`src/edp_defines.svh`:
```
`ifndef EDP_DEFINES_SVH
`define EDP_DEFINES_SVH

// Data word width with bit 35 as the sign
`define EDP_WORD_BITS 36

// Fast memory geometry
`define EDP_FM_WORDS 16
`define EDP_FM_ADDR_BITS 4

`endif
```
`src/edpPkg.sv`:
```
`include "edp_defines.svh"

package edpPkg;

  // One machine word, MSB is the sign
  typedef logic [`EDP_WORD_BITS-1:0] word_t;

  typedef logic [`EDP_FM_ADDR_BITS-1:0] fmAddr_t;

  typedef enum logic [2:0] {
    aluAdd,
    aluSub,
    aluAnd,
    aluOr,
    aluXor,
    aluPassA,
    aluPassB,
    aluNotA
  } aluOp_t;

  // AD A operand
  typedef enum logic [1:0] {adaAR, adaARX, adaMQ, adaZero} adaSel_t;

  // AD B operand
  typedef enum logic [1:0] {adbFM, adbBR, adbBRx2, adbMagic} adbSel_t;

  // Load source for AR and ARX
  typedef enum logic [2:0] {arHold, arAD, arADX, arData, arFM} arSel_t;

  // MQ universal shift register functions
  typedef enum logic [1:0] {mqHold, mqLoad, mqShl, mqShr} mqOp_t;

  typedef enum logic [2:0] {dgAR, dgARX, dgBR, dgBRX, dgMQ, dgFM, dgAD, dgADX} diagSel_t;

  typedef struct packed {
    aluOp_t aluOp;
    adaSel_t adaSel;
    adbSel_t adbSel;
    arSel_t arSel;
    arSel_t arxSel;
    mqOp_t mqOp;
    logic brLoad;
    logic brxLoad;
    logic fmWriteLeft;
    logic fmWriteRight;
    fmAddr_t fmAddr;
    logic [8:0] magic;
    logic carryIn;
    logic longMode;
  } microWord_t;

  // Registered data path steering, fast memory fields go straight to FM
  typedef struct packed {
    logic exec;
    aluOp_t aluOp;
    adaSel_t adaSel;
    adbSel_t adbSel;
    arSel_t arSel;
    arSel_t arxSel;
    mqOp_t mqOp;
    logic brLoad;
    logic brxLoad;
    logic [8:0] magic;
    logic carryIn;
    logic longMode;
  } dpControl_t;

  typedef struct packed {
    logic carryOut;
    logic overflow;
    logic zero;
  } aluFlags_t;

endpackage

```
`src/edpTop.sv`:
```
`timescale 1ns/100ps

module edpTop (
  input logic clk,
  input logic reset,
  input logic uwValid,
  input edpPkg::microWord_t uWord,
  input edpPkg::word_t dataIn,
  input logic diagReq,
  input edpPkg::diagSel_t diagSel,
  output edpPkg::aluFlags_t flags,
  output logic diagValid,
  output edpPkg::word_t diagData
);

  edpPkg::dpControl_t ctl;
  edpPkg::word_t heldData;
  edpPkg::fmAddr_t fmAddr;
  logic fmWriteLeft;
  logic fmWriteRight;
  edpPkg::word_t fmData;
  edpPkg::word_t ar;

  microControl ctrl (
    .clk(clk),
    .reset(reset),
    .uwValid(uwValid),
    .uWord(uWord),
    .dataIn(dataIn),
    .ctl(ctl),
    .heldData(heldData),
    .fmAddr(fmAddr),
    .fmWriteLeft(fmWriteLeft),
    .fmWriteRight(fmWriteRight)
  );

  // AR is the only FM write data source
  fastMemory fm (
    .clk(clk),
    .addr(fmAddr),
    .writeLeft(fmWriteLeft),
    .writeRight(fmWriteRight),
    .din(ar),
    .dout(fmData)
  );

  dataPath dp (
    .clk(clk),
    .reset(reset),
    .ctl(ctl),
    .heldData(heldData),
    .fmData(fmData),
    .diagReq(diagReq),
    .diagSel(diagSel),
    .ar(ar),
    .flags(flags),
    .diagValid(diagValid),
    .diagData(diagData)
  );

endmodule

```
`src/dataPath.sv`:
```
`timescale 1ns/100ps

module dataPath (
  input logic clk,
  input logic reset,
  input edpPkg::dpControl_t ctl,
  input edpPkg::word_t heldData,
  input edpPkg::word_t fmData,
  input logic diagReq,
  input edpPkg::diagSel_t diagSel,
  output edpPkg::word_t ar,
  output edpPkg::aluFlags_t flags,
  output logic diagValid,
  output edpPkg::word_t diagData
);

  localparam int W = $bits(edpPkg::word_t);

  edpPkg::word_t arx;
  edpPkg::word_t br;
  edpPkg::word_t brx;
  edpPkg::word_t mq;
  edpPkg::word_t adaMux;
  edpPkg::word_t adbMux;
  edpPkg::word_t adxB;
  edpPkg::word_t ad;
  edpPkg::word_t adx;
  edpPkg::word_t arNext;
  edpPkg::word_t arxNext;
  logic adCarryIn;
  logic adCarryOut;
  logic adOverflow;
  logic adxCarryOut;

  edpPkg::word_t diagSrc [8];
  logic [7:0] srcEn;
  edpPkg::word_t diagMux;
  edpPkg::word_t diagCapture;
  logic diagPending;

  function automatic edpPkg::word_t selectLoad(input edpPkg::arSel_t sel,
                                               input edpPkg::word_t current,
                                               input edpPkg::word_t adRes,
                                               input edpPkg::word_t adxRes,
                                               input edpPkg::word_t data,
                                               input edpPkg::word_t fm);
    case (sel)
      edpPkg::arAD: selectLoad = adRes;
      edpPkg::arADX: selectLoad = adxRes;
      edpPkg::arData: selectLoad = data;
      edpPkg::arFM: selectLoad = fm;
      default: selectLoad = current;
    endcase
  endfunction

  always_comb begin
    unique case (ctl.adaSel)
      edpPkg::adaAR: adaMux = ar;
      edpPkg::adaARX: adaMux = arx;
      edpPkg::adaMQ: adaMux = mq;
      default: adaMux = '0;
    endcase
  end

  // BR times two borrows the top bit of BRX
  always_comb begin
    unique case (ctl.adbSel)
      edpPkg::adbFM: adbMux = fmData;
      edpPkg::adbBR: adbMux = br;
      edpPkg::adbBRx2: adbMux = {br[W-2:0], brx[W-1]};
      default: adbMux = {{(W-9){1'b0}}, ctl.magic};
    endcase
  end

  // Double-length shift of BR:BRX in long mode
  assign adxB = (ctl.longMode && ctl.adbSel == edpPkg::adbBRx2) ? {brx[W-2:0], 1'b0} : brx;

  // ADX is the low word and feeds its carry up into AD
  assign adCarryIn = ctl.longMode ? adxCarryOut : ctl.carryIn;

  aluSlice adAlu (
    .op(ctl.aluOp),
    .a(adaMux),
    .b(adbMux),
    .carryIn(adCarryIn),
    .result(ad),
    .carryOut(adCarryOut),
    .overflow(adOverflow)
  );

  aluSlice adxAlu (
    .op(ctl.aluOp),
    .a(arx),
    .b(adxB),
    .carryIn(ctl.carryIn),
    .result(adx),
    .carryOut(adxCarryOut),
    .overflow()
  );

  assign arNext = selectLoad(ctl.arSel, ar, ad, adx, heldData, fmData);
  assign arxNext = selectLoad(ctl.arxSel, arx, ad, adx, heldData, fmData);

  always_ff @(posedge clk) begin
    if (reset) begin
      ar <= '0;
      arx <= '0;
      br <= '0;
      brx <= '0;
      mq <= '0;
      flags <= '0;
    end else if (ctl.exec) begin
      ar <= arNext;
      arx <= arxNext;
      if (ctl.brLoad) begin
        br <= ar;
      end
      if (ctl.brxLoad) begin
        brx <= arx;
      end
      // MQ as a universal shift register
      unique case (ctl.mqOp)
        edpPkg::mqLoad: mq <= ad;
        edpPkg::mqShl: mq <= {mq[W-2:0], ad[W-1]};
        edpPkg::mqShr: mq <= {mq[W-1], mq[W-1:1]};
        default: mq <= mq;
      endcase
      flags <= '{carryOut: adCarryOut, overflow: adOverflow, zero: (ad == '0)};
    end
  end

  always_comb begin
    diagSrc[edpPkg::dgAR] = ar;
    diagSrc[edpPkg::dgARX] = arx;
    diagSrc[edpPkg::dgBR] = br;
    diagSrc[edpPkg::dgBRX] = brx;
    diagSrc[edpPkg::dgMQ] = mq;
    diagSrc[edpPkg::dgFM] = fmData;
    diagSrc[edpPkg::dgAD] = ad;
    diagSrc[edpPkg::dgADX] = adx;
  end

  // Readback sources are wire-ORed like a shared bus
  assign srcEn = diagReq ? (8'b1 << diagSel) : 8'b0;

  always_comb begin
    diagMux = '0;
    for (int i = 0; i < 8; i++) begin
      if (srcEn[i]) begin
        diagMux = diagMux | diagSrc[i];
      end
    end
  end

  always_ff @(posedge clk) begin
    if (reset) begin
      diagPending <= 1'b0;
      diagValid <= 1'b0;
    end else begin
      diagPending <= diagReq;
      diagValid <= diagPending;
    end
  end

  // Snapshot on the request edge and present it one cycle later
  always_ff @(posedge clk) begin
    if (diagReq) begin
      diagCapture <= diagMux;
    end
    if (diagPending) begin
      diagData <= diagCapture;
    end
  end

  // An unknown select would drive several sources onto the bus at once
  assert property (@(posedge clk) disable iff (reset) diagReq |-> !$isunknown(diagSel))
    else $error("unknown diagnostic select on a readback request");

endmodule

```
`src/microControl.sv`:
```
`timescale 1ns/100ps

module microControl (
  input logic clk,
  input logic reset,
  input logic uwValid,
  input edpPkg::microWord_t uWord,
  input edpPkg::word_t dataIn,
  output edpPkg::dpControl_t ctl,
  output edpPkg::word_t heldData,
  output edpPkg::fmAddr_t fmAddr,
  output logic fmWriteLeft,
  output logic fmWriteRight
);

  logic execReg;
  edpPkg::microWord_t uwReg;

  // Valid only for the cycle after a strobe
  always_ff @(posedge clk) begin
    if (reset) begin
      execReg <= 1'b0;
    end else begin
      execReg <= uwValid;
    end
  end

  always_ff @(posedge clk) begin
    if (uwValid) begin
      uwReg <= uWord;
      heldData <= dataIn;
    end
  end

  always_comb begin
    ctl = '{exec: execReg,
            aluOp: uwReg.aluOp,
            adaSel: uwReg.adaSel,
            adbSel: uwReg.adbSel,
            arSel: uwReg.arSel,
            arxSel: uwReg.arxSel,
            mqOp: uwReg.mqOp,
            brLoad: uwReg.brLoad,
            brxLoad: uwReg.brxLoad,
            magic: uwReg.magic,
            carryIn: uwReg.carryIn,
            longMode: uwReg.longMode};
  end

  // FM stores happen at the end of the executing cycle
  assign fmAddr = uwReg.fmAddr;
  assign fmWriteLeft = execReg && uwReg.fmWriteLeft;
  assign fmWriteRight = execReg && uwReg.fmWriteRight;

  assert property (@(posedge clk) disable iff (reset)
    uwValid |-> !$isunknown(uWord))
    else $error("microword has unknown bits on strobe");

  // Long mode chains carries so only add and subtract make sense
  assert property (@(posedge clk) disable iff (reset)
    ctl.exec && ctl.longMode |-> ctl.aluOp inside {edpPkg::aluAdd, edpPkg::aluSub})
    else $error("long mode with a boolean ALU function");

endmodule

```
`src/fastMemory.sv`:
```
`timescale 1ns/100ps
`include "edp_defines.svh"

module fastMemory #(
  parameter int depth = `EDP_FM_WORDS
) (
  input logic clk,
  input edpPkg::fmAddr_t addr,
  input logic writeLeft,
  input logic writeRight,
  input edpPkg::word_t din,
  output edpPkg::word_t dout
);

  localparam int half = $bits(edpPkg::word_t) / 2;

  edpPkg::word_t mem [depth];

  // Each half has its own enable so halfword stores keep the other half
  always_ff @(posedge clk) begin
    if (writeLeft) begin
      mem[addr][2*half-1:half] <= din[2*half-1:half];
    end
    if (writeRight) begin
      mem[addr][half-1:0] <= din[half-1:0];
    end
  end

  // Read is asynchronous
  assign dout = mem[addr];

endmodule

```
`src/aluSlice.sv`:
```
`timescale 1ns/100ps

module aluSlice (
  input edpPkg::aluOp_t op,
  input edpPkg::word_t a,
  input edpPkg::word_t b,
  input logic carryIn,
  output edpPkg::word_t result,
  output logic carryOut,
  output logic overflow
);

  localparam int W = $bits(edpPkg::word_t);

  logic subtract;
  edpPkg::word_t bOperand;
  logic [W:0] sum;
  logic sumOverflow;

  // Subtract is a + ~b + carryIn
  assign subtract = (op == edpPkg::aluSub);
  assign bOperand = subtract ? ~b : b;

  assign sum = {1'b0, a} + {1'b0, bOperand} + {{W{1'b0}}, carryIn};

  // Operands agree in sign but the sum does not
  assign sumOverflow = (a[W-1] == bOperand[W-1]) && (sum[W-1] != a[W-1]);

  always_comb begin
    result = '0;
    carryOut = 1'b0;
    overflow = 1'b0;
    unique case (op)
      edpPkg::aluAdd,
      edpPkg::aluSub: begin
        result = sum[W-1:0];
        carryOut = sum[W];
        overflow = sumOverflow;
      end
      edpPkg::aluAnd: begin
        result = a & b;
      end
      edpPkg::aluOr: begin
        result = a | b;
      end
      edpPkg::aluXor: begin
        result = a ^ b;
      end
      edpPkg::aluPassA: begin
        result = a;
      end
      edpPkg::aluPassB: begin
        result = b;
      end
      edpPkg::aluNotA: begin
        result = ~a;
      end
      default: begin
        result = '0;
      end
    endcase
  end

endmodule

```
`config.mk`:
```
export PLATFORM = sky130hd
export DESIGN_NAME = edpTop
export DESIGN_NICKNAME = d
export VERILOG_FILES = /design/src/edpPkg.sv /design/src/edpTop.sv /design/src/dataPath.sv /design/src/microControl.sv /design/src/fastMemory.sv /design/src/aluSlice.sv
export VERILOG_INCLUDE_DIRS = /design/src
export SDC_FILE = /design/constraint.sdc
export NUM_CORES = 2
export LEC_CHECK = 0
export ABC_AREA = 1
export BUFFER_PORTS_ARGS = -buffer_cell sky130_fd_sc_hd__clkbuf_2
export CAP_MARGIN = 25
export CORE_MARGIN = 5
export CORE_UTILIZATION = 55
export DETAILED_ROUTE_END_ITERATION = 6
export PLACE_DENSITY = 0.71
export SLEW_MARGIN = 20
export SYNTH_ARGS = -nofsm -noshare
export SYNTH_HDL_FRONTEND = slang
export SYNTH_HIERARCHICAL = 1
export SYNTH_SLANG_ARGS = --single-unit
```
`constraint.sdc`:
```
create_clock -name clk -period 7.5 [get_ports clk]
set_input_delay 1.125 -clock clk [delete_from_list [all_inputs] [get_ports clk]]
set_output_delay 1.125 -clock clk [all_outputs]
set_load 0.01 [all_outputs]
```
Word-level counts from Yosys, hierarchy flattened --
Memory sizes are Yosys's and may differ from the RTL's. A register that Yosys moved wholly into a read port is not among the register bits. Cells that the tools add are included.
Cells by class: bitwise gates (word level) 18, muxes and demuxes 28, shift-type cells 1, $add $sub $neg 4, reductions and logical operators 19, equality and inequality tests 24
Operators with widths (count):
- case mux 36 bit (7 select lines) | 2
- two-way mux 36 bit | 11
- bitwise OR 36 bit | 9
- case mux 36 bit (3 select lines) | 3
- case mux 36 bit (4 select lines) | 2
- inverter 36 bit | 4
- adder 36 x 36 -> 37 bit | 2
- adder 37 x 1 -> 37 bit | 2
- bitwise AND 36 bit | 2
- XOR 36 bit | 2
- zero test 36 bit | 1
- == test 3 x 2 -> 1 bit, second input constant | 6
- == test 3 bit, second input constant | 6
- AND reduction 2 bit | 5
- == test 3 x 1 -> 1 bit, second input constant | 3
- == test 2 bit, second input constant | 4
- two-way mux 1 bit | 8
- two-way mux 8 bit | 1
- nonzero test 4 bit | 2
- << shifter 1 x 3 -> 8 bit, first input constant | 1
- == test 2 x 1 -> 1 bit, second input constant | 3
- logical AND 1 bit | 4
- zero test 2 bit | 2
- two-way mux 4 bit | 1
- 8 further kinds | 8
Storage, ports and cells: output and inout port bits 40, bits of input ports 77, memories 1, register bits after elaboration 328, memory bits (writable) 576, logic and storage cells 124
Memory list:
- fm.mem | depth 16, bits a word 36, read ports 1, clocked after Yosys merged registers in 1, write ports 1, RTL line fastMemory.sv:17 | edpPkg::word_t mem [depth];

Logic depth before layout (Yosys ltp) --
depth in word-level cells 17, mapped depth 47, gate-level depth less buffers 45

By module --
Netlist, hierarchy kept.
By module, submodules not included:
- fastMemory | cells an instance 2355, area each 24144.4 sq um, times used 1, seq. area each 17296.6 sq um
- dataPath | cells an instance 2271, area each 15219.6 sq um, times used 1, seq. area each 5865.6 sq um
- aluSlice at dp.adAlu | cells an instance 1024, area each 5841.9 sq um, times used 1, seq. area each 0.0 sq um
- aluSlice at dp.adxAlu | cells an instance 999, area each 5645.4 sq um, times used 1, seq. area each 0.0 sq um
- microControl | cells an instance 110, area each 2394.8 sq um, times used 1, seq. area each 2122.0 sq um

Worst setup path after synthesis --
OpenSTA, ideal clock, no wires.
kind reg2reg, from reg ctrl.uwReg (netlist bit ctrl/ctl[27]), to reg dp.diagCapture[32] (data pin), clock period less this slack 5.286 ns, data arrival time 5.031 ns, library setup time 0.254 ns, required time 7.246 ns, path buffers 3, cell stages (with the launch flop) 44, path slack 2.214 ns, path through edfxtp_1 > buf_4 > buf_4 > nor2_2 > nand2_2 > buf_2 > xor2_1 > fa_1 > inv_1 > fa_1 > inv_1 > nand3_1 > nand3_1 > nand2_1 > nand2_1 > nand2_1 > nand2_1 > nand2_1 > [8 not listed] > fa_1 > inv_1 > nand3_1 > nand3_2 > nand2_1 > nand2_1 > nand2_1 > nand2_2 > nand2_2 > nand2_1 > nand2_1 > nand2_1 > nand2_1 > nand2_1 > nand3_1 > o21ai_1 > nor2_1 > nand2_1
On the way: cells in the longest elaborated chain, start to end 12, elaborated cells between the ends (all ways) 23, those cells by class add/sub: 4; eq/ne: 7; mux: 8; bitwise: 2; reduce/logical: 2
RTL lines:
- start: declaration | RTL line microControl.sv:17 | edpPkg::microWord_t uwReg;
- start signal: assignment | RTL line microControl.sv:30 | uwReg <= uWord;
- == test 3 x 1 -> 1 bit | RTL line aluSlice.sv:21, aluSlice.sv:33
- two-way mux 36 bit | RTL line aluSlice.sv:22 | assign bOperand = subtract ? ~b : b;
- adder 36 x 36 -> 37 bit | RTL line aluSlice.sv:24 | assign sum = {1'b0, a} + {1'b0, bOperand} + {{W{1'b0}}, carryIn};
- adder 37 x 1 -> 37 bit | RTL line aluSlice.sv:24
- two-way mux 1 bit * | RTL line aluSlice.sv:33 | unique case (op)
- via dp.adxCarryOut | RTL line dataPath.sv:33 | logic adxCarryOut;
- two-way mux 1 bit * | RTL line dataPath.sv:79 | assign adCarryIn = ctl.longMode ? adxCarryOut : ctl.carryIn;
- via dp.adCarryIn | RTL line dataPath.sv:30 | logic adCarryIn;
- adder 37 x 1 -> 37 bit * | RTL line aluSlice.sv:24
- case mux 36 bit (7 select lines) * | RTL line aluSlice.sv:33
- via dp.ad[32] | RTL line dataPath.sv:26 | edpPkg::word_t ad;
- bitwise OR 36 bit * | RTL line dataPath.sv:150 | diagMux = diagMux | diagSrc[i];
- two-way mux 36 bit * | RTL line dataPath.sv:149 | if (srcEn[i]) begin
- bitwise OR 36 bit | RTL line dataPath.sv:150
- two-way mux 36 bit * | RTL line dataPath.sv:149
- via dp.diagMux[32] | RTL line dataPath.sv:37 | edpPkg::word_t diagMux;
- end signal: assignment | RTL line dataPath.sv:168 | diagCapture <= diagMux;
- end: declaration | RTL line dataPath.sv:38 | edpPkg::word_t diagCapture;
Mark *: on every way through the listed nets, which the timed path passes. The rest lies on a longest branch. A chain may end at the register's enable or synchronous reset.

Worst setup path in the final report --
from reg ctrl.uwReg (netlist bit ctrl/ctl[21]), to reg, netlist name dp/flags[0]
On the way: cells in the longest elaborated chain, start to end 12, elaborated cells between the ends (all ways) 21, those cells by class add/sub: 4; eq/ne: 2; mux: 7; bitwise: 5; reduce/logical: 3
RTL lines:
- == test 2 bit * | RTL line dataPath.sv:76 | assign adxB = (ctl.longMode && ctl.adbSel == edpPkg::adbBRx2) ? {brx[W-2:0], 1'b0} : brx;
- logical AND 1 bit * | RTL line dataPath.sv:76
- two-way mux 36 bit * | RTL line dataPath.sv:76
- via dp.adxB[0] | RTL line dataPath.sv:25 | edpPkg::word_t adxB;
- inverter 36 bit | RTL line aluSlice.sv:22
- two-way mux 36 bit * | RTL line aluSlice.sv:22
- adder 36 x 36 -> 37 bit * | RTL line aluSlice.sv:24
- adder 37 x 1 -> 37 bit * | RTL line aluSlice.sv:24
- two-way mux 1 bit * | RTL line aluSlice.sv:33
- via dp.adxCarryOut | RTL line dataPath.sv:33
- two-way mux 1 bit * | RTL line dataPath.sv:79
- via dp.adCarryIn | RTL line dataPath.sv:30
- adder 37 x 1 -> 37 bit * | RTL line aluSlice.sv:24
- case mux 36 bit (7 select lines) * | RTL line aluSlice.sv:33
- via dp.ad[12] | RTL line dataPath.sv:26
- zero test 36 bit * | RTL line dataPath.sv:128 | flags <= '{carryOut: adCarryOut, overflow: adOverflow, zero: (ad == '0)};
Marked as above.

==> metrics.md <==
| Metric | Value |
|---|---|
| Reg2reg setup slack | 0.69 ns |
| Layout cell share with drive strength beyond 1 | 0.07273 |
| Final net count | 7021 |
| Maximum vdd drop | 0.2130 mV |
| Cts bufs inserted | 97 |
| Vias in the first global route | 44805 |
| Gr ovfl total | 0 |
| Detailed-router iteration count before antenna repair | 7 |
| Leak | 0.02484 uW |
| Hold_buf cts | 0 |
| Cell area power density | 225.9 nW/um2 |
| Final setup TNS | 0 ns |
| Clock Skews | 0.03049 ns |
| Most used cell, CP | nand2_1 |
| ANT nets after route | 0 |
| Data arrival time of the critical path | 7.40 ns |
| Hold_ws | 0.4201 ns |
| Wire length on met1 | 78.36 mm |
| Int Pwr | 9047 uW |
| Core area | 96420 um2 |
| CP max stage delay | 0.45 ns |
| Root Buffer | clkbuf_16 |
| Die Area | 103100 um2 |
| I/O Buffers | 116 |
| First-pass GRT wire length | 290.6 mm |
| WL met3 | 23.66 mm |
| Via count | 47990 |
| Comb pwr share | 0.187 |
| Rows | 114 |
| H-tree levels | 3 |
| Via/cell ratio | 5.936 |
| Clk slew on worst S/H paths | 0.06 ns |
| Top sig layer | met5 |
| DRC viols | 24 |
| Fmax | 146.9 MHz |
| Tmin final | 6.806 ns |
| Status | complete, but fails checks |
| CP required | 8.10 ns |
| Max Fanout on Critical Path | 20 |
| DP HPWL | 137.0 mm |
| Slew Limit Fails | 0 |
| Clk_lat worst skew | 0.69 ns |
| Net Switching | 4054 uW |
| Final period utilization | 0.9075 |
| Die height | 321.1 um |
| RePlAce Congestion | 1.055 |
| Filler cells | 8653 |
| Clock power share | 0.371 |
| Die Wd | 321.1 um |
| Number of setup violations in the final report | 0 |
| Io pins | 117 |
| Syn avg cell area | 7.879 um2 |
| Initial Util | 0.5521 |
| Crit path capture type | flip-flop |
| Largest net degree at the start of global routing | 203 |
| Critical Path Slowest Stage Cell | edfxtp_1 |
| Rel. slew slack | 0.2356 |
| Sw frac | 0.3094 |
| Worst Max-Slew Pin Slew | 1.147 ns |
| Starting DRC count in detailed routing | 6231 |
| Failing checks | design-rule violations |
| Hold Crit Class | reg2reg |
| Syn Std Cell Area | 53230 um2 |
| CTS tree | built |
| Gates resized, CTS repair | 0 |
| Tot GR Track Use | 0.3745 |
| Antenna violations before repair | 11 |
| Area Growth Syn to Fin | 8.960% |
| Total power draw | 13100 uW |
| Syn Nets | 7054 |
| Postcts setup bufs | 0 |
| Multi-input gate area | 23120 um2 |
| Drt total wl | 198.5 mm |
| Crit Path Class | reg2reg |
| Unrepaired setup endpoints after global routing | no |
| Met2 WL | 82.26 mm |
| Sequential share of power | 0.442 |
| Clock buffer depth | 3 |
| Startpoint class of the critical path | flip-flop |
| Hold Violations, Final | 0 |
| Drt wl/cell | 24.55 um |
| Synthesized netlist cell count | 6756 |
| Max cap viols | 0 |
| Storage cell area | 25280 um2 |
| Num Clock Sinks | 904 |
| Yosys warnings | 6 |
## through the flow
step | setup slack [ns] | std cells | instance area (um2) | util
global route | 0.2418 | 8083 | 58000 | 0.6015
floorplan | 2.214 | 6756 | 53230 | -
global placement | 1.011 | 7898 | 54720 | 0.5675
finish | 0.6937 | 8084 | 58000 | 0.6015
CTS | 0.7932 | 8081 | 57970 | 0.6012
detailed placement | 0.8526 | 7899 | 54740 | 0.5677
## worst paths after layout
path                     start        endpoint  depth (start not counted)
max reg2reg       ctrl/ctl[21]     dp/flags[0]                         43
max               ctrl/ctl[21]     dp/flags[0]                         43
min reg2reg  dp/diagCapture[5]  dp/diagData[5]                          0
min          dp/diagCapture[5]  dp/diagData[5]                          0
## registers in the layout (all words and copies together), names as in the netlist
| signal | count |
|---|---|
| ctrl/execReg | 1 |
| dp/diagCapture | 36 |
| dp/diagValid | 1 |
| fm/mem | 576 |
| dp/diagPending | 1 |
| dp/mq | 36 |
| dp/ar | 36 |
| dp/br | 36 |
| ctrl/heldData | 36 |
| ctrl/ctl | 28 |
| dp/flags | 3 |
| dp/arx | 36 |
| ctrl/uwReg | 2 |
| dp/diagData | 36 |
| ctrl/fmAddr | 4 |
| dp/brx | 36 |
## cell type report
type,count,area share
multi-input combinational,4637,0.3986
inverter,858,0.05578
tap,1276,0.02753
clock buffer,145,0.04813
sequential,904,0.4359
clock inverter,37,0.007507
antenna,2,0.00008629
timing repair buffer,225,0.02645
## power by group through the flow
| stage | sequential (uW) | clock (uW) | combinational, uW |
|---|---|---|---|
| floorplan | 5760 | 0 | 1560 |
| global placement | 5880 | 0 | 2320 |
| detailed placement | 5890 | 0 | 2350 |
| CTS | 5780 | 4900 | 2360 |
| global route | 5800 | 5120 | 2630 |
| finish | 5790 | 4860 | 2450 |
## layout by cell type, fill, tap and decap left out, types with 38 or more instances in the layout
master and count:
o21ai_1 38, edfxtp_1 718, inv_1 833, nor2_1 384, nand2_2 38, ha_1 217
xor2_1 102, o21ai_0 259, buf_4 100, nor3_1 45, nand4_1 51, o22ai_1 267
nand2_1 2445, clkbuf_2 114, o221ai_1 63, clkbuf_16 100, dfxtp_1 186, a21oi_1 262
nand3_1 255
## critical path: cells and delay by family, from the launching register on
family | cells | cell delay [ns]
adder cells (fa/ha/maj) | 4 | 1.30
XOR/XNOR | 2 | 0.27
AND/OR/NAND/NOR | 27 | 3.66
AO/OA/AOI/OAI | 1 | 0.14
buffers and inverters | 8 | 0.70
multiplexers | 1 | 0.19
flip-flops | 1 | 0.45
## layer usage
| layer | vias to the layer above | GRT usage |
|---|---|---|
| met4 | 10 | 0.2100 |
| li1 | 22088 | - |
| met1 | 22219 | 0.5042 |
| met5 | - | 0 |
| met3 | 700 | 0.1077 |
| met2 | 2973 | 0.5459 |
(Power assumes the default switching activity.)
